===== src/openram_wb_settings.svh =====
`ifndef OPENRAM_WB_SETTINGS_SVH
`define OPENRAM_WB_SETTINGS_SVH

// RAM geometry
// Word address bits of the macro, 8 gives 256 words of 32 bits
`define RAM_ADDR_WIDTH 8

// Bus data width in bits and bytes
`define WB_DATA_WIDTH 32
`define WB_SEL_WIDTH 4

// Wait-state pacing
// Width of a single prefetch or read wait count
`define LAT_CNTR_WIDTH 4

// All four counts start at 2
// Order is p1 prefetch, p1 read, p0 prefetch, p0 read
`define LAT_RESET_VALUE 16'h2222

`endif


===== src/openram_wb_pkg.sv =====
package openram_wb_pkg;

`include "openram_wb_settings.svh"

    // Bus and RAM data word
    typedef logic [`WB_DATA_WIDTH-1:0] wb_data_t;

    // Byte select, doubles as RAM write mask
    typedef logic [`WB_SEL_WIDTH-1:0] wb_sel_t;

    // One wait-state count
    typedef logic [`LAT_CNTR_WIDTH-1:0] lat_cnt_t;

    // Latency register, port 1 fields in the upper half
    typedef struct packed {
        lat_cnt_t p1_prefetch;  // Cycles before the RAM clock pulse
        lat_cnt_t p1_read;      // Cycles after the pulse before ack
        lat_cnt_t p0_prefetch;
        lat_cnt_t p0_read;
    } lat_cfg_t;

endpackage


===== src/wb_csr_bank.sv =====
`timescale 1ns/1ns

`include "openram_wb_settings.svh"

module wb_csr_bank
    import openram_wb_pkg::*;
(
    input  logic     wb_a_clk_i,
    input  logic     wb_a_rst_i,
    input  logic     writable_port_req_i,  // Raw ownership request

    input  logic     wbs_a_cyc_i,
    input  logic     wbs_a_stb_i,
    input  logic     wbs_a_we_i,
    input  logic     wbs_a_csr_sel_i,      // High when port A targets the register
    input  wb_data_t wbs_a_dat_i,

    output logic     csr_ack_o,
    output wb_data_t csr_dat_o,
    output lat_cfg_t lat_cfg_o,
    output logic     port_swap_o           // High gives port B the writable RAM port
);

    // Each count sits in the low part of its own byte
    localparam int PAD = 8 - `LAT_CNTR_WIDTH;

    logic     csr_req;      // Live config access on port A
    lat_cfg_t lat_cfg_r;
    logic     port_swap_r;

    assign csr_req = wbs_a_cyc_i & wbs_a_stb_i & wbs_a_csr_sel_i;

    // Ownership sampled half a cycle away from the controllers
    always_ff @(negedge wb_a_clk_i) begin
        if (wb_a_rst_i) begin
            port_swap_r <= 1'b0;
        end else begin
            port_swap_r <= writable_port_req_i;
        end
    end

    // Latency register, one nibble taken from each byte
    always_ff @(posedge wb_a_clk_i) begin
        if (wb_a_rst_i) begin
            lat_cfg_r <= `LAT_RESET_VALUE;
        end else if (csr_req && wbs_a_we_i) begin
            lat_cfg_r.p1_prefetch <= wbs_a_dat_i[24 +: `LAT_CNTR_WIDTH];
            lat_cfg_r.p1_read     <= wbs_a_dat_i[16 +: `LAT_CNTR_WIDTH];
            lat_cfg_r.p0_prefetch <= wbs_a_dat_i[8 +: `LAT_CNTR_WIDTH];
            lat_cfg_r.p0_read     <= wbs_a_dat_i[0 +: `LAT_CNTR_WIDTH];
        end
    end

    // Zero-padded readback
    assign csr_dat_o = {{PAD{1'b0}}, lat_cfg_r.p1_prefetch,
                        {PAD{1'b0}}, lat_cfg_r.p1_read,
                        {PAD{1'b0}}, lat_cfg_r.p0_prefetch,
                        {PAD{1'b0}}, lat_cfg_r.p0_read};

    assign csr_ack_o   = csr_req;       // No wait states on the register
    assign lat_cfg_o   = lat_cfg_r;
    assign port_swap_o = port_swap_r;

endmodule


===== src/wb_openram_wrapper.sv =====
`timescale 1ns/1ns

`include "openram_wb_settings.svh"

module wb_openram_wrapper
    import openram_wb_pkg::*;
(
    input  logic                       wb_a_clk_i,
    input  logic                       wb_a_rst_i,
    input  logic                       writable_port_req_i,

    // Port A, top address bit picks config or RAM
    input  logic                       wbs_a_cyc_i,
    input  logic                       wbs_a_stb_i,
    input  logic                       wbs_a_we_i,
    input  wb_sel_t                    wbs_a_sel_i,
    input  wb_data_t                   wbs_a_dat_i,
    input  logic [`RAM_ADDR_WIDTH+2:0] wbs_a_adr_i,
    output logic                       wbs_a_ack_o,
    output wb_data_t                   wbs_a_dat_o,

    // Port B, RAM only
    input  logic                       wbs_b_cyc_i,
    input  logic                       wbs_b_stb_i,
    input  logic                       wbs_b_we_i,
    input  wb_sel_t                    wbs_b_sel_i,
    input  wb_data_t                   wbs_b_dat_i,
    input  logic [`RAM_ADDR_WIDTH+1:0] wbs_b_adr_i,
    output logic                       wbs_b_ack_o,
    output wb_data_t                   wbs_b_dat_o,

    // RAM port 0, read-write
    output logic                       ram_clk0_o,
    output logic                       ram_csb0_o,
    output logic                       ram_web0_o,
    output wb_sel_t                    ram_wmask0_o,
    output logic [`RAM_ADDR_WIDTH-1:0] ram_addr0_o,
    output wb_data_t                   ram_din0_o,
    input  wb_data_t                   ram_dout0_i,

    // RAM port 1, read only
    output logic                       ram_clk1_o,
    output logic                       ram_csb1_o,
    output logic [`RAM_ADDR_WIDTH-1:0] ram_addr1_o,
    input  wb_data_t                   ram_dout1_i
);

    logic     swap;             // Port B owns RAM port 0 when set
    lat_cfg_t lat_cfg;
    logic     a_csr_sel;
    logic     a_ram_cyc;
    logic     a_ram_stb;
    logic     csr_ack;
    wb_data_t csr_dat;
    logic     p0_cyc, p0_stb, p0_we, p0_ack;
    logic     p1_cyc, p1_stb, p1_we, p1_ack;
    wb_data_t p0_dat, p1_dat;
    wb_data_t a_dout, b_dout;

    assign a_csr_sel = !wbs_a_adr_i[`RAM_ADDR_WIDTH+2];  // Low half is config space
    assign a_ram_cyc = wbs_a_cyc_i & !a_csr_sel;
    assign a_ram_stb = wbs_a_stb_i & !a_csr_sel;         // Keep config hits off the RAM

    wb_csr_bank csr_i (
        .wb_a_clk_i          (wb_a_clk_i),
        .wb_a_rst_i          (wb_a_rst_i),
        .writable_port_req_i (writable_port_req_i),
        .wbs_a_cyc_i         (wbs_a_cyc_i),
        .wbs_a_stb_i         (wbs_a_stb_i),
        .wbs_a_we_i          (wbs_a_we_i),
        .wbs_a_csr_sel_i     (a_csr_sel),
        .wbs_a_dat_i         (wbs_a_dat_i),
        .csr_ack_o           (csr_ack),
        .csr_dat_o           (csr_dat),
        .lat_cfg_o           (lat_cfg),
        .port_swap_o         (swap)
    );

    // Owner steering toward the RAM
    assign p0_cyc       = swap ? wbs_b_cyc_i : a_ram_cyc;
    assign p0_stb       = swap ? wbs_b_stb_i : a_ram_stb;
    assign p0_we        = swap ? wbs_b_we_i  : wbs_a_we_i;
    assign ram_wmask0_o = swap ? wbs_b_sel_i : wbs_a_sel_i;
    assign ram_din0_o   = swap ? wbs_b_dat_i : wbs_a_dat_i;
    assign ram_addr0_o  = swap ? wbs_b_adr_i[`RAM_ADDR_WIDTH+1:2]
                               : wbs_a_adr_i[`RAM_ADDR_WIDTH+1:2];

    assign p1_cyc       = swap ? a_ram_cyc  : wbs_b_cyc_i;
    assign p1_stb       = swap ? a_ram_stb  : wbs_b_stb_i;
    assign p1_we        = swap ? wbs_a_we_i : wbs_b_we_i;
    assign ram_addr1_o  = swap ? wbs_a_adr_i[`RAM_ADDR_WIDTH+1:2]
                               : wbs_b_adr_i[`RAM_ADDR_WIDTH+1:2];

    wb_port_control #(.READ_ONLY(1'b0)) port0_rw (
        .wb_a_clk_i        (wb_a_clk_i),
        .wb_a_rst_i        (wb_a_rst_i),
        .wbs_cyc_i         (p0_cyc),
        .wbs_stb_i         (p0_stb),
        .wbs_we_i          (p0_we),
        .prefetch_cycles_i (lat_cfg.p0_prefetch),
        .read_cycles_i     (lat_cfg.p0_read),
        .ram_dout_i        (ram_dout0_i),
        .wbs_ack_o         (p0_ack),
        .wbs_dat_o         (p0_dat),
        .ram_clk_o         (ram_clk0_o),
        .ram_csb_o         (ram_csb0_o),
        .ram_web_o         (ram_web0_o)
    );

    wb_port_control #(.READ_ONLY(1'b1)) port1_r (
        .wb_a_clk_i        (wb_a_clk_i),
        .wb_a_rst_i        (wb_a_rst_i),
        .wbs_cyc_i         (p1_cyc),
        .wbs_stb_i         (p1_stb),
        .wbs_we_i          (p1_we),
        .prefetch_cycles_i (lat_cfg.p1_prefetch),
        .read_cycles_i     (lat_cfg.p1_read),
        .ram_dout_i        (ram_dout1_i),
        .wbs_ack_o         (p1_ack),
        .wbs_dat_o         (p1_dat),
        .ram_clk_o         (ram_clk1_o),
        .ram_csb_o         (ram_csb1_o),
        .ram_web_o         ()           // Port 1 has no write pin
    );

    // Responses back to the bus, writes echo their own data
    assign wbs_a_ack_o = a_csr_sel ? csr_ack : (swap ? p1_ack : p0_ack);
    assign a_dout      = a_csr_sel ? csr_dat : (swap ? p1_dat : p0_dat);
    assign wbs_a_dat_o = wbs_a_we_i ? wbs_a_dat_i : a_dout;

    assign wbs_b_ack_o = swap ? p0_ack : p1_ack;
    assign b_dout      = swap ? p0_dat : p1_dat;
    assign wbs_b_dat_o = wbs_b_we_i ? wbs_b_dat_i : b_dout;

endmodule


===== src/wb_port_control.sv =====
`timescale 1ns/1ns

module wb_port_control
    import openram_wb_pkg::*;
#(
    parameter bit READ_ONLY = 1'b0      // Set on the read-only RAM port
)
(
    input  logic     wb_a_clk_i,
    input  logic     wb_a_rst_i,

    input  logic     wbs_cyc_i,
    input  logic     wbs_stb_i,
    input  logic     wbs_we_i,
    input  lat_cnt_t prefetch_cycles_i,  // Extra cycles with csb low before the pulse
    input  lat_cnt_t read_cycles_i,      // Cycles between pulse and ack
    input  wb_data_t ram_dout_i,

    output logic     wbs_ack_o,
    output wb_data_t wbs_dat_o,
    output logic     ram_clk_o,          // One-cycle registered pulse
    output logic     ram_csb_o,          // Active low
    output logic     ram_web_o           // Active low
);

    typedef enum logic [2:0] {
        ST_IDLE,
        ST_PREFETCH,    // Address setup plus prefetch waits
        ST_PULSE,       // ram_clk high
        ST_READ,        // Read waits
        ST_ACK,         // ack_o high
        ST_DONE         // Wait for strobe to fall
    } state_t;

    state_t   state;
    lat_cnt_t cnt;          // Shared down-counter for both wait phases
    logic     req;
    logic     ack_set;      // Last cycle of the read wait

    assign req = wbs_cyc_i & wbs_stb_i;

    // Zero read count finishes straight out of the pulse
    assign ack_set = ((state == ST_PULSE) && (read_cycles_i == '0)) ||
                     ((state == ST_READ) && (cnt == '0));

    always_ff @(posedge wb_a_clk_i) begin
        if (wb_a_rst_i) begin
            state     <= ST_IDLE;
            cnt       <= '0;
            wbs_ack_o <= 1'b0;
            ram_clk_o <= 1'b0;
            ram_csb_o <= 1'b1;
            ram_web_o <= 1'b1;
        end else begin
            case (state)
                ST_IDLE: if (req) begin
                    state     <= ST_PREFETCH;
                    cnt       <= prefetch_cycles_i;
                    ram_csb_o <= 1'b0;
                    ram_web_o <= !(wbs_we_i && !READ_ONLY);  // Read-only port never writes
                end
                ST_PREFETCH: if (cnt == '0) begin
                    state     <= ST_PULSE;
                    ram_clk_o <= 1'b1;      // Macro samples on this edge
                end else begin
                    cnt <= cnt - 1'b1;
                end
                ST_PULSE: begin
                    ram_clk_o <= 1'b0;
                    state     <= ack_set ? ST_ACK : ST_READ;
                    cnt       <= read_cycles_i - 1'b1;  // Pulse cycle counts as one
                end
                ST_READ: if (ack_set) begin
                    state <= ST_ACK;
                end else begin
                    cnt <= cnt - 1'b1;
                end
                ST_ACK: begin
                    ram_csb_o <= 1'b1;
                    ram_web_o <= 1'b1;
                    state     <= req ? ST_DONE : ST_IDLE;
                end
                ST_DONE: if (!req) begin
                    state <= ST_IDLE;
                end
                default: state <= ST_IDLE;
            endcase
            wbs_ack_o <= ack_set;   // Single-cycle ack
        end
    end

    // Read data held from capture until the next access
    always_ff @(posedge wb_a_clk_i) begin
        if (ack_set) begin
            wbs_dat_o <= ram_dout_i;
        end
    end

endmodule

===== config.mk =====
export PLATFORM = sky130hd
export DESIGN_NAME = wb_openram_wrapper
export DESIGN_NICKNAME = d
export VERILOG_FILES = /design/src/openram_wb_pkg.sv /design/src/wb_csr_bank.sv /design/src/wb_openram_wrapper.sv /design/src/wb_port_control.sv
export VERILOG_INCLUDE_DIRS = /design/src
export SDC_FILE = /design/constraint.sdc
export NUM_CORES = 1
export LEC_CHECK = 0
export ABC_AREA = 1
export BUFFER_PORTS_ARGS = -buffer_cell sky130_fd_sc_hd__buf_2
export CAP_MARGIN = 0
export CORE_ASPECT_RATIO = 0.8
export CORE_MARGIN = 4
export CORE_UTILIZATION = 40
export CTS_CLUSTER_DIAMETER = 100
export DETAILED_ROUTE_END_ITERATION = 7
export GPL_TIMING_DRIVEN = 1
export HOLD_SLACK_MARGIN = 0.06
export PLACE_DENSITY_LB_ADDON = 0.2
export SETUP_SLACK_MARGIN = 0.3
export SLEW_MARGIN = 40
export SYNTH_ARGS = -nofsm -noshare
export SYNTH_HDL_FRONTEND = slang
export SYNTH_SLANG_ARGS = --single-unit

===== constraint.sdc =====
create_clock -name wb_a_clk_i -period 4.7 [get_ports wb_a_clk_i]
set_input_delay 0.94 -clock wb_a_clk_i [delete_from_list [all_inputs] [get_ports wb_a_clk_i]]
set_output_delay 0.94 -clock wb_a_clk_i [all_outputs]
set_load 0.005 [all_outputs]

==> key figures, run 1 <==
Routing
  – Detailed-route wire length: about 24,000 microns
  – Detailed-route via count: between 7,000 and 8,000
  – # DRC: 0
  – DR iter-0 viols: roughly 610
  – Drt wl/cell: 18.2 microns
  – Detailed Routing Iterations Pass 1: 6
  – Routed vias/inst: 5.33
  – Final ANT Viol Nets: 0

Flow run
  – Max-cap viol count: 0

GRT
  – Pin count of the biggest net entering global routing: 35
  – Total global routing overflow: 0
  – First-pass GRT wire length: about 35,000 microns
  – Vias in the first global route: 6,649
  – Initial antenna violation count: 3
  – Gr usage total: 26.8%

Place
  – Post-place setup slack: about 0.10 ns
  – Post-DP HPWL: approximately 16,000 microns
  – PortBufs: 284
  – Inst Count DP: 1,256
  – Routability cong.: ~0.9

Layout
  – Layout Cells excl Fill: roughly 1,300
  – Net count, final: 1,298
  – Share of cells above drive strength 1: 40.9%
  – Fin util: between 60% and 70%
  – Area growth, synth to finish: 54.2%

CTS
  – Max Root-Sink Buffers: 2
  – Root Buffer: clkbuf_16
  – CTS H-tree lvls: 3
  – Clk pin slew, worst setup/hold paths: about 0.07 ns
  – CTS tree: built
  – CTS Hold Bufs: 0
  – CTS Sinks: approximately 100
  – Clk_lat worst skew: 0.39 ns
  – CTS Buf Count: 9

Power
  – Net Sw Frac: roughly a third
  – P_sw: 0.885 mW
  – Pwr Density: ~290 nW/um^2
  – Int Power: about 1.8 mW
  – Pleak: between 4 and 5 nW
  – Clock Power Share: approximately a quarter
  – Sequential power share: approximately two fifths
  – Worst ir drop on vdd: 0.000191 V
  – Comb power frac: between 30 and 40%

Timing
  – Final Max Tran Viols: 0
  – RSZ-0062 raised after global routing: yes
  – Worst Tran Pin Value: 0.869 ns
  – Slew headroom: a little over two fifths
  – Final Setup Violations: ~120
  – Final Hold Fails: 0
  – Final setup margin: -0.256 ns
  – Layout Skew: between 0.04 and 0.05 ns
  – Final hold slack: approximately 0.47 ns

Yosys
  – Post-synth cell types: 29
  – #FFs+latches synth: approximately 100
  – Yosys warns: 0
  – Seq/Total Area, Yosys: 45.3%
  – Mapped Nets: roughly 990
  – Cells after Synth: just over 800
  – Avg Cell Area, Syn: 7.21 sq um
  – Post-Syn Area: about 6000 sq um

Die
  – Die Footprint: roughly 17,000 sq um
  – Die Ht: 117 microns
  – Die X-Extent: roughly 140 microns
  – Starting Density: between 40% and 50%
  – Core Rows: 39
  – Io pins: about 290
  – Core area: ~14,000 sq um

Status
  – Run status: complete, but fails checks
  – Failing checks: negative setup slack

Critical path
  – Reg-to-reg slack, setup: just under 0.5 ns
  – CP max FO: 14
  – CP Launch Type: flip-flop
  – Crit path arrival time: 4.02 ns
  – CP Capture Type: primary output
  – Worst Path Required: about 3.8 ns
  – Critical path class: reg2out

Min path
  – Worst min-delay path class: reg2reg
final timing paths:
path | start | endpoint | cells past startpoint
worst min-delay path | port0_rw.cnt[2]$_SDFFE_PP0P_ | port0_rw.cnt[2]$_SDFFE_PP0P_ | 2
worst max register to register | csr_i.port_swap_o$_SDFF_NP0_ | port1_r.cnt[1]$_SDFFE_PP0P_ | 11
worst max-delay path | csr_i.port_swap_o$_SDFF_NP0_ | wbs_b_dat_o[1] | 6
worst min register to register | port0_rw.cnt[2]$_SDFFE_PP0P_ | port0_rw.cnt[2]$_SDFFE_PP0P_ | 2
sequential cells by signal (all words and copies together) (netlist names):
name,count
port1_r.wbs_dat_o,32
port1_r.state,3
port0_rw.state,3
port1_r.wbs_ack_o,1
port0_rw.wbs_ack_o,1
port1_r.cnt,4
csr_i.port_swap_o,1
csr_i.csr_dat_o,16
port1_r.ram_clk_o,1
port1_r.ram_csb_o,1
port0_rw.wbs_dat_o,32
port0_rw.ram_clk_o,1
port0_rw.ram_csb_o,1
port0_rw.ram_web_o,1
port0_rw.cnt,4
metrics by stage:
stage | total power [mW] | setup TNS (ns) | area [sq um]
5_1_grt | 2.84 | -25.65 | 9120
4_1_cts | 2.61 | -11.93 | 8530
3_3_place_gp | 1.82 | 0 | 7580
6_report | 2.67 | -14.82 | 9120
2_1_floorplan | 1.53 | 0 | 5920
3_5_place_dp | 1.82 | 0 | 7580
cells by family after synthesis:
family                   share of synthesized area, %
AND/OR/NAND/NOR                                  22.1
AO/OA/AOI/OAI                                    23.0
buffers and inverters                            9.05
flip-flops                                       45.3
adder cells (fa/ha/maj)                         0.423
repair_timing:
action	4_1_cts	5_1_grt
gates resized for setup	137	89
pin swaps	22	38
endpoints found under the setup margin	118	118
setup buffers	15	13
cloned	12	7
per-layer routing:
layer / global-route usage, % / up-vias / routed length [microns]
met5: 0 / - / 9
met4: 9.66 / 2 / 683
li1: - / 3387 / -
met3: 8.45 / 49 / 2510
met2: 46.6 / 400 / 11600
met1: 31.3 / 3207 / 9270
critical path, stage by stage (launching register included):
cell,delay [ns]
dfxtp_4,0.37
inv_4,0.16
buf_12,0.16
buf_6,0.15
nand2_1,0.07
a21oi_1,0.19
buf_2,0.16
cells in the mapped netlist, drive strengths merged:
| library cell | n | area (sq um) |
|---|---|---|
| nor3 | 5 | 25.0 |
| a21oi | 109 | 549 |
| ha | 2 | 25.0 |
| or2 | 2 | 15.0 |
| edfxtp | 64 | 1920 |
| buf | 16 | 78.8 |
| nor2 | 117 | 447 |
| clkbuf | 33 | 124 |
| nand2 | 170 | 658 |
| o211ai | 5 | 37.5 |
| nand3b | 1 | 7.51 |
| o21ai | 111 | 556 |
| nand3 | 22 | 120 |
| dfxtp | 38 | 761 |
| nand4 | 6 | 37.5 |
| o22ai | 16 | 100 |
| inv | 88 | 333 |
| a22oi | 16 | 120 |
area by class of cell:
| class | count | area, sq um |
|---|---|---|
| fill | 1240 | 5270 |
| multi-input combinational | 582 | 3120 |
| sequential | 102 | 2690 |
| timing repair buffer | 347 | 2480 |
| inverter | 87 | 332 |
| clock buffer | 14 | 256 |
| tap | 184 | 230 |
| clock inverter | 3 | 12.5 |
| antenna | 3 | 7.51 |
cells in the final DEF (no fill, tap or decap), types with 3 or more instances in the layout:
cell,instances
o22ai_1,16
a21oi_2,14
nand2_4,12
buf_2,283
buf_12,12
nand3_1,20
inv_1,82
buf_16,9
nor2_2,7
nand2_2,10
nand4_1,6
o21ai_0,31
a21oi_4,3
buf_4,15
edfxtp_1,64
o21ai_4,4
dfxtp_1,37
nand2_1,148
buf_6,15
buf_8,5
o21ai_1,42
a21oi_1,92
clkbuf_16,15
nor2_1,103
o211ai_1,5
diode_2,3
o21ai_2,34
nor3_1,5
a22oi_1,14
inv_2,4
nor2_4,7
power by group through the flow:
| stage | clock (mW) | combinational, mW | sequential, mW |
|---|---|---|---|
| 3_3_place_gp | 0.00264 | 0.719 | 1.10 |
| 3_5_place_dp | 0.00264 | 0.721 | 1.10 |
| 5_1_grt | 0.769 | 0.978 | 1.09 |
| 2_1_floorplan | 0.00266 | 0.442 | 1.08 |
| 6_report | 0.705 | 0.874 | 1.09 |
| 4_1_cts | 0.724 | 0.805 | 1.08 |
(Power assumes the default switching activity.)
==> run 2: changes to the inputs <==
--- a/config.mk
+++ b/config.mk
@@ -9,7 +9,7 @@
 export ABC_AREA = 1
 export BUFFER_PORTS_ARGS = -buffer_cell sky130_fd_sc_hd__buf_2
 export CAP_MARGIN = 0
-export CORE_ASPECT_RATIO = 0.8
+export CORE_ASPECT_RATIO = 2
 export CORE_MARGIN = 4
 export CORE_UTILIZATION = 40
 export CTS_CLUSTER_DIAMETER = 100
==> key figures, run 2 (synthesis results as in run 1) <==
Layout
  – Net count, final: 1,282 (was 1,298)
  – Most common cell after layout, fill and taps aside: buf_2 (unchanged)
  – Area growth, synth to finish: 49.9% (was 54.2%)
  – Fillers: 1,372 (was 1,240)
  – Commonest non-fill, non-tap cells in the layout: buf_2, nand2_1, nor2_1, a21oi_1, inv_1 (unchanged)
  – Share of cells above drive strength 1: 39.1% (was 40.9%)

Critical path
  – Slowest cell on crit path: dfxtp_4 (unchanged)
  – Critical path class: reg2out (unchanged)
  – Family with the most delay on the worst path: buffers and inverters (unchanged)
  – CP max FO: 8 (was 14)
  – Critical Path Most Common Cell: buf_12
  – Worst path cell trace: buf_12 > buf_12 > buf_16 > a21oi_4 > a21oi_2 > buf_2 (was inv_4 > buf_12 > buf_6 > nand2_1 > a21oi_1 > buf_2)
  – Worst Path Required: 3.76 ns (about the same)
  – Max stage delay on crit path: 0.44 ns (was 0.37 ns)
  – CP Capture Type: primary output (unchanged)
  – Reg-to-reg slack, setup: 0.39 ns (was 0.49 ns)
  – WP buf/inv: 4 (unchanged)
  – Crit path arrival time: 3.95 ns (was 4.02 ns)
  – CP Launch Type: flip-flop (unchanged)

Power
  – P_sw: 0.913 mW (was 0.885 mW)
  – Int Power: 1.75 mW (was 1.78 mW)
  – Pwr Density: 301 nW/um^2 (was 292 nW/um^2)
  – Comb power frac: 31.7% (was 32.8%)
  – Worst ir drop on vdd: 0.000214 V (was 0.000191 V)
  – Total power: 2.67 mW (about the same)
  – Sequential power share: 40.7% (was 40.8%)
  – Net Sw Frac: 34.2% (was 33.2%)
  – Clock Power Share: 27.6% (was 26.4%)
  – Pleak: 4.21 nW (was 4.34 nW)

GRT
  – First-pass GRT wire length: 33,600 microns (was 34,500 microns)
  – Pin count of the biggest net entering global routing: 35 (unchanged)
  – Initial antenna violation count: 2 (was 3)
  – Vias in the first global route: 6,598 (was 6,649)
  – Total global routing overflow: 0 (unchanged)
  – Gr usage total: 25.4% (was 26.8%)

Routing
  – Met3 wire len: 1370 microns (was 2510 microns)
  – Detailed-route wire length: 23,000 microns (was 24,100 microns)
  – Detailed Routing Iterations Pass 1: 4 (was 6)
  – Drt wl/cell: 17.5 microns (was 18.2 microns)
  – Max layer used: met4 (was met5)
  – Routed vias/inst: 5.19 (was 5.33)
  – Detailed-route via count: 6,813 (was 7,045)
  – # DRC: 0 (unchanged)
  – Final ANT Viol Nets: 0 (unchanged)
  – M1 wire length: 8050 microns (was 9270 microns)
  – DR iter-0 viols: 306 (was 606)
  – Met2 WL: 12,700 microns (was 11,600 microns)

Timing
  – Worst Tran Pin Value: 0.788 ns (was 0.869 ns)
  – Final setup margin: -0.192 ns (was -0.256 ns)
  – Final Setup Violations: 114 (was 116)
  – Final hold slack: 0.456 ns (was 0.474 ns)
  – RSZ-0062 raised after global routing: yes (unchanged)
  – Slew headroom: 47.4% (was 42.0%)
  – Final Max Tran Viols: 0 (unchanged)
  – Final Hold Fails: 0 (unchanged)
  – Layout Skew: 0.0563 ns (was 0.0478 ns)

CTS
  – Max Root-Sink Buffers: 2 (unchanged)
  – CTS Sinks: 102 (unchanged)
  – Clk pin slew, worst setup/hold paths: 0.08 ns (was 0.07 ns)
  – CTS H-tree lvls: 3 (unchanged)
  – Root Buffer: clkbuf_16 (unchanged)
  – CTS tree: built (unchanged)
  – Clk_lat worst skew: 0.40 ns (was 0.39 ns)
  – CTS Buf Count: 9 (unchanged)

Flow run
  – Max-cap viol count: 0 (unchanged)

Status
  – Run status: complete, but fails checks (unchanged)
  – Failing checks: negative setup slack (unchanged)

Place
  – Post-DP HPWL: 16,000 microns (was 15,500 microns)
  – PortBufs: 284 (unchanged)
  – Routability cong.: 0.873 (was 0.897)

Die
  – Io pins: 289 (unchanged)
  – Die Footprint: 16,900 sq um (was 16,800 sq um)
  – Starting Density: 41.0% (was 41.1%)
  – Die X-Extent: 94.0 microns (was 144 microns)
  – Core area: 14,400 sq um (about the same)
  – Core Rows: 62 (was 39)
  – Die Ht: 180 microns (was 117 microns)

Min path
  – Worst min-delay path class: reg2reg (unchanged)
[run 2: final cells by class]
type / instances / area [sq um] / share of cell area, %
Clock inverter: 8 / 63.8 / 0.719
Timing Repair Buffer: 331 / 2240 / 25.2
Tap cell: 192 / 240 / 2.71
Antenna cell: 2 / 5.00 / 0.0564
Clock buffer: 9 / 225 / 2.54
Sequential cell: 102 / 2690 / 30.3
Multi-Input combinational cell: 582 / 3080 / 34.7
Inverter: 87 / 332 / 3.74
[run 2: layer usage]
| layer | vias to the layer above | track usage [%] |
|---|---|---|
| met5 | - | 0 |
| met4 | 0 | 10.8 |
| met3 | 57 | 4.14 |
| met2 | 291 | 47.3 |
| li1 | 3343 | - |
| met1 | 3122 | 27.5 |
[run 2: repair_timing]
action                     in CTS  in global routing
setup endpoints to repair     118                118
hold endpoints to repair        0                  0
cloned                          8                  8
resized for setup              93                 89
buffers inserted                7                 12
hold buffers                    0                  0
pin swaps                      12                 16
[run 2: path summary, 6_finish.rpt]
kind,start,end,cells after the start
setup / recovery,csr_i.port_swap_o$_SDFF_NP0_,wbs_b_dat_o[30],6
hold reg to reg,port0_rw.ram_csb_o$_SDFFE_PP1P_,port0_rw.ram_csb_o$_SDFFE_PP1P_,2
setup reg to reg,csr_i.port_swap_o$_SDFF_NP0_,port1_r.cnt[3]$_SDFFE_PP0P_,11
hold / removal,port0_rw.ram_csb_o$_SDFFE_PP1P_,port0_rw.ram_csb_o$_SDFFE_PP1P_,2
[run 2: power by group through the flow]
stage | registers (mW) | logic, mW | clock network, mW
after CTS | 1.08 | 0.784 | 0.757
after detailed placement | 1.10 | 0.724 | 0.00264
after global placement | 1.10 | 0.718 | 0.00264
final | 1.08 | 0.845 | 0.736
after floorplan | 1.08 | 0.442 | 0.00266
after global routing | 1.09 | 0.943 | 0.786
[run 2: tightest hold or removal path: cells and delay by family (launching register included)]
| kind | cells | cell delay, ns |
|---|---|---|
| DFF | 1 | 0.33 |
| and+or+nand+nor | 2 | 0.10 |
[run 2: per-stage QoR]
| step | std cells | cell area (sq um) | TNS [ns] | setup WS (ns) | util (%) |
|---|---|---|---|---|---|
| floorplan | 821 | 5920 | 0 | 0.356 | - |
| global placement | 1260 | 7530 | 0 | 0.134 | 52.2 |
| detailed placement | 1260 | 7540 | 0 | 0.124 | 52.3 |
| CTS | 1291 | 8300 | -9.03 | -0.173 | 57.5 |
| global route | 1313 | 8870 | -21.95 | -0.285 | 61.5 |
| finish | 1313 | 8870 | -12.14 | -0.192 | 61.5 |
==> run 3: changes to the inputs <==
--- a/config.mk
+++ b/config.mk
@@ -9,9 +9,11 @@
 export ABC_AREA = 1
 export BUFFER_PORTS_ARGS = -buffer_cell sky130_fd_sc_hd__buf_2
 export CAP_MARGIN = 0
+export CELL_PAD_IN_SITES_DETAIL_PLACEMENT = 1
+export CELL_PAD_IN_SITES_GLOBAL_PLACEMENT = 2
 export CORE_ASPECT_RATIO = 2
 export CORE_MARGIN = 4
-export CORE_UTILIZATION = 40
+export CORE_UTILIZATION = 24
 export CTS_CLUSTER_DIAMETER = 100
 export DETAILED_ROUTE_END_ITERATION = 7
 export GPL_TIMING_DRIVEN = 1
==> key figures, run 3 (synthesis results as in run 1) <==
Status
  – Run status: complete, but fails checks (unchanged)
  – Failing checks: negative setup slack (unchanged)

Power
  – Pwr Density: 308 nW/um^2 (was 301 nW/um^2)
  – Pleak: 4.15 nW (was 4.21 nW)
  – Total power: 2.77 mW (was 2.67 mW)
  – Sequential power share: 39.1% (was 40.7%)
  – Comb power frac: 31.0% (was 31.7%)
  – P_sw: 0.972 mW (was 0.913 mW)
  – Worst ir drop on vdd: 0.000194 V (was 0.000214 V)
  – Net Sw Frac: 35.0% (was 34.2%)
  – Clock Power Share: 29.9% (was 27.6%)
  – Int Power: 1.80 mW (was 1.75 mW)

Timing
  – Final Max Tran Viols: 0 (unchanged)
  – Final Hold Fails: 0 (unchanged)
  – Slew headroom: 49.5% (was 47.4%)
  – RSZ-0062 raised after global routing: yes (unchanged)
  – Worst Tran Pin Value: 0.753 ns (was 0.788 ns)
  – Layout Skew: 0.0487 ns (was 0.0563 ns)
  – Post-Route Setup TNS: -14.16 ns (was -12.14 ns)
  – Final Setup Violations: 100 (was 114)
  – Final setup margin: -0.233 ns (was -0.192 ns)

Die
  – Io pins: 289 (unchanged)
  – Die Footprint: 27,400 sq um (was 16,900 sq um)
  – Starting Density: 24.2% (was 41.0%)
  – Die X-Extent: 119 microns (was 94.0 microns)
  – Core area: 24,400 sq um (was 14,400 sq um)
  – Die Ht: 230 microns (was 180 microns)
  – Core Rows: 81 (was 62)

Critical path
  – R2R Path Start: csr_i.port_swap_o$_SDFF_NP0_ (unchanged)
  – CP endpoint: wbs_a_dat_o[9] (was wbs_b_dat_o[30])
  – Reg-to-reg slack, setup: 0.51 ns (was 0.39 ns)
  – Worst path cell trace: buf_6 > clkinv_8 > buf_4 > o21ai_2 > a22oi_1 > buf_2 (was buf_12 > buf_12 > buf_16 > a21oi_4 > a21oi_2 > buf_2)
  – R2r endpoint: port1_r.cnt[3]$_SDFFE_PP0P_ (unchanged)
  – Family with the most delay on the worst path: buffers and inverters (unchanged)
  – Crit path arrival time: 3.99 ns (was 3.95 ns)
  – WP buf/inv: 4 (unchanged)
  – Critical path class: reg2out (unchanged)
  – CP Launch Type: flip-flop (unchanged)
  – Crit. Startpoint: csr_i.port_swap_o$_SDFF_NP0_ (unchanged)
  – Crit path depth: 6 (unchanged)
  – Max stage delay on crit path: 0.38 ns (was 0.44 ns)
  – CP max FO: 6 (was 8)
  – CP Capture Type: primary output (unchanged)
  – Worst Path Required: 3.76 ns (about the same)
  – Slowest cell on crit path: dfxtp_4 (unchanged)
  – R2R cell count: 11 (unchanged)

Layout
  – Fillers: 3,065 (was 1,372)
  – Area growth, synth to finish: 52.2% (was 49.9%)
  – Net count, final: 1,280 (was 1,282)
  – Share of cells above drive strength 1: 39.2% (was 39.1%)
  – Most common cell after layout, fill and taps aside: buf_2 (unchanged)
  – Commonest non-fill, non-tap cells in the layout: buf_2, nand2_1, nor2_1, a21oi_1, inv_1 (unchanged)
  – Fin util: 36.9% (was 61.5%)

GRT
  – Gr usage total: 19.1% (was 25.4%)
  – Pin count of the biggest net entering global routing: 35 (unchanged)
  – First-pass GRT wire length: 39,800 microns (was 33,600 microns)
  – Initial antenna violation count: 7 (was 2)
  – Vias in the first global route: 6,995 (was 6,598)
  – Total global routing overflow: 0 (unchanged)

CTS
  – CTS Sinks: 102 (unchanged)
  – Max Root-Sink Buffers: 2 (unchanged)
  – CTS H-tree lvls: 3 (unchanged)
  – CTS Hold Bufs: 0 (unchanged)
  – Root Buffer: clkbuf_16 (unchanged)
  – CTS Buf Count: 9 (unchanged)
  – Clk pin slew, worst setup/hold paths: 0.08 ns (about the same)
  – CTS tree: built (unchanged)
  – Clk_lat worst skew: 0.42 ns (was 0.40 ns)

Min path
  – Worst min-delay path class: reg2reg (unchanged)

Place
  – Routability cong.: 0.819 (was 0.873)
  – PortBufs: 284 (unchanged)
  – Post-DP HPWL: 20,100 microns (was 16,000 microns)

Flow run
  – Max-cap viol count: 0 (unchanged)

Routing
  – DR iter-0 viols: 230 (was 306)
  – Drt wl/cell: 19.4 microns (was 17.5 microns)
  – Final ANT Viol Nets: 0 (unchanged)
  – # DRC: 0 (unchanged)
  – Detailed-route via count: 6,749 (was 6,813)
  – Detailed-route wire length: 28,200 microns (was 23,000 microns)
  – Routed vias/inst: 4.64 (was 5.19)
  – Detailed Routing Iterations Pass 1: 4 (unchanged)
==> run 3: worst min path at each step <==
stage                                     start                          endpoint  slack (ns)  cells after the start
2_1_floorplan  csr_i.csr_dat_o[24]$_SDFFE_PP0P_  csr_i.csr_dat_o[24]$_SDFFE_PP0P_        0.44                      2
3_3_place_gp     port1_r.ram_csb_o$_SDFFE_PP1P_    port1_r.ram_csb_o$_SDFFE_PP1P_        0.44                      2
3_5_place_dp    port0_rw.ram_csb_o$_SDFFE_PP1P_   port0_rw.ram_csb_o$_SDFFE_PP1P_        0.45                      2
4_1_cts         port0_rw.ram_csb_o$_SDFFE_PP1P_   port0_rw.ram_csb_o$_SDFFE_PP1P_        0.47                      2
5_1_grt         port0_rw.ram_csb_o$_SDFFE_PP1P_   port0_rw.ram_csb_o$_SDFFE_PP1P_        0.49                      2
6_report         port1_r.ram_csb_o$_SDFFE_PP1P_    port1_r.ram_csb_o$_SDFFE_PP1P_        0.46                      2
==> run 3: power by group through the flow <==
stage	Combinational (mW)	Clock, mW	Sequential, mW
6_report	0.858	0.830	1.09
4_1_cts	0.793	0.867	1.08
2_1_floorplan	0.442	0.00266	1.08
5_1_grt	0.966	0.900	1.09
3_3_place_gp	0.763	0.00264	1.10
3_5_place_dp	0.768	0.00264	1.10
==> run 3: final cells by class <==
type	count	area (sq um)	area share (%)
flip-flops and latches	102	2690	29.8
diodes	7	17.5	0.195
clock inverters	8	91.3	1.01
well taps	332	415	4.61
repair buffers	328	2140	23.8
repair inverters	1	8.76	0.0973
inverters	87	342	3.79
clock buffers	9	225	2.50
multi-input cells	582	3080	34.2
==> run 3: metal layers <==
layer / vias up / global-route usage, % / part of all wire (%)
met2: 174 / 35.5 / 57
met4: 0 / 9.94 / 3.2
li1: 3342 / - / -
met3: 37 / 3.89 / 4.3
met5: - / 0 / 0
met1: 3196 / 19.9 / 36
==> run 3: per-stage QoR <==
stage	hold WS [ns]	cell area (sq um)	cells	worst slack, ns
after floorplan	0.439	5920	821	0.356
after global placement	0.438	7740	1404	0.0879
after detailed placement	0.446	7740	1404	0.0964
after CTS	0.466	8200	1425	-0.236
after global routing	0.488	9000	1456	-0.313
final	0.462	9000	1456	-0.233
==> run 3: tightest hold or removal path, cell delays in order (launching register included) <==
cell,delay (ns)
dfxtp_1,0.33
nand2_1,0.05
nand3_1,0.05
==> run 3: what timing repair did <==
action,CTS,global route
pin swaps,3,26
gates resized for setup,45,146
buffers inserted,2,11
cloned,3,13
endpoints found under the setup margin,118,118
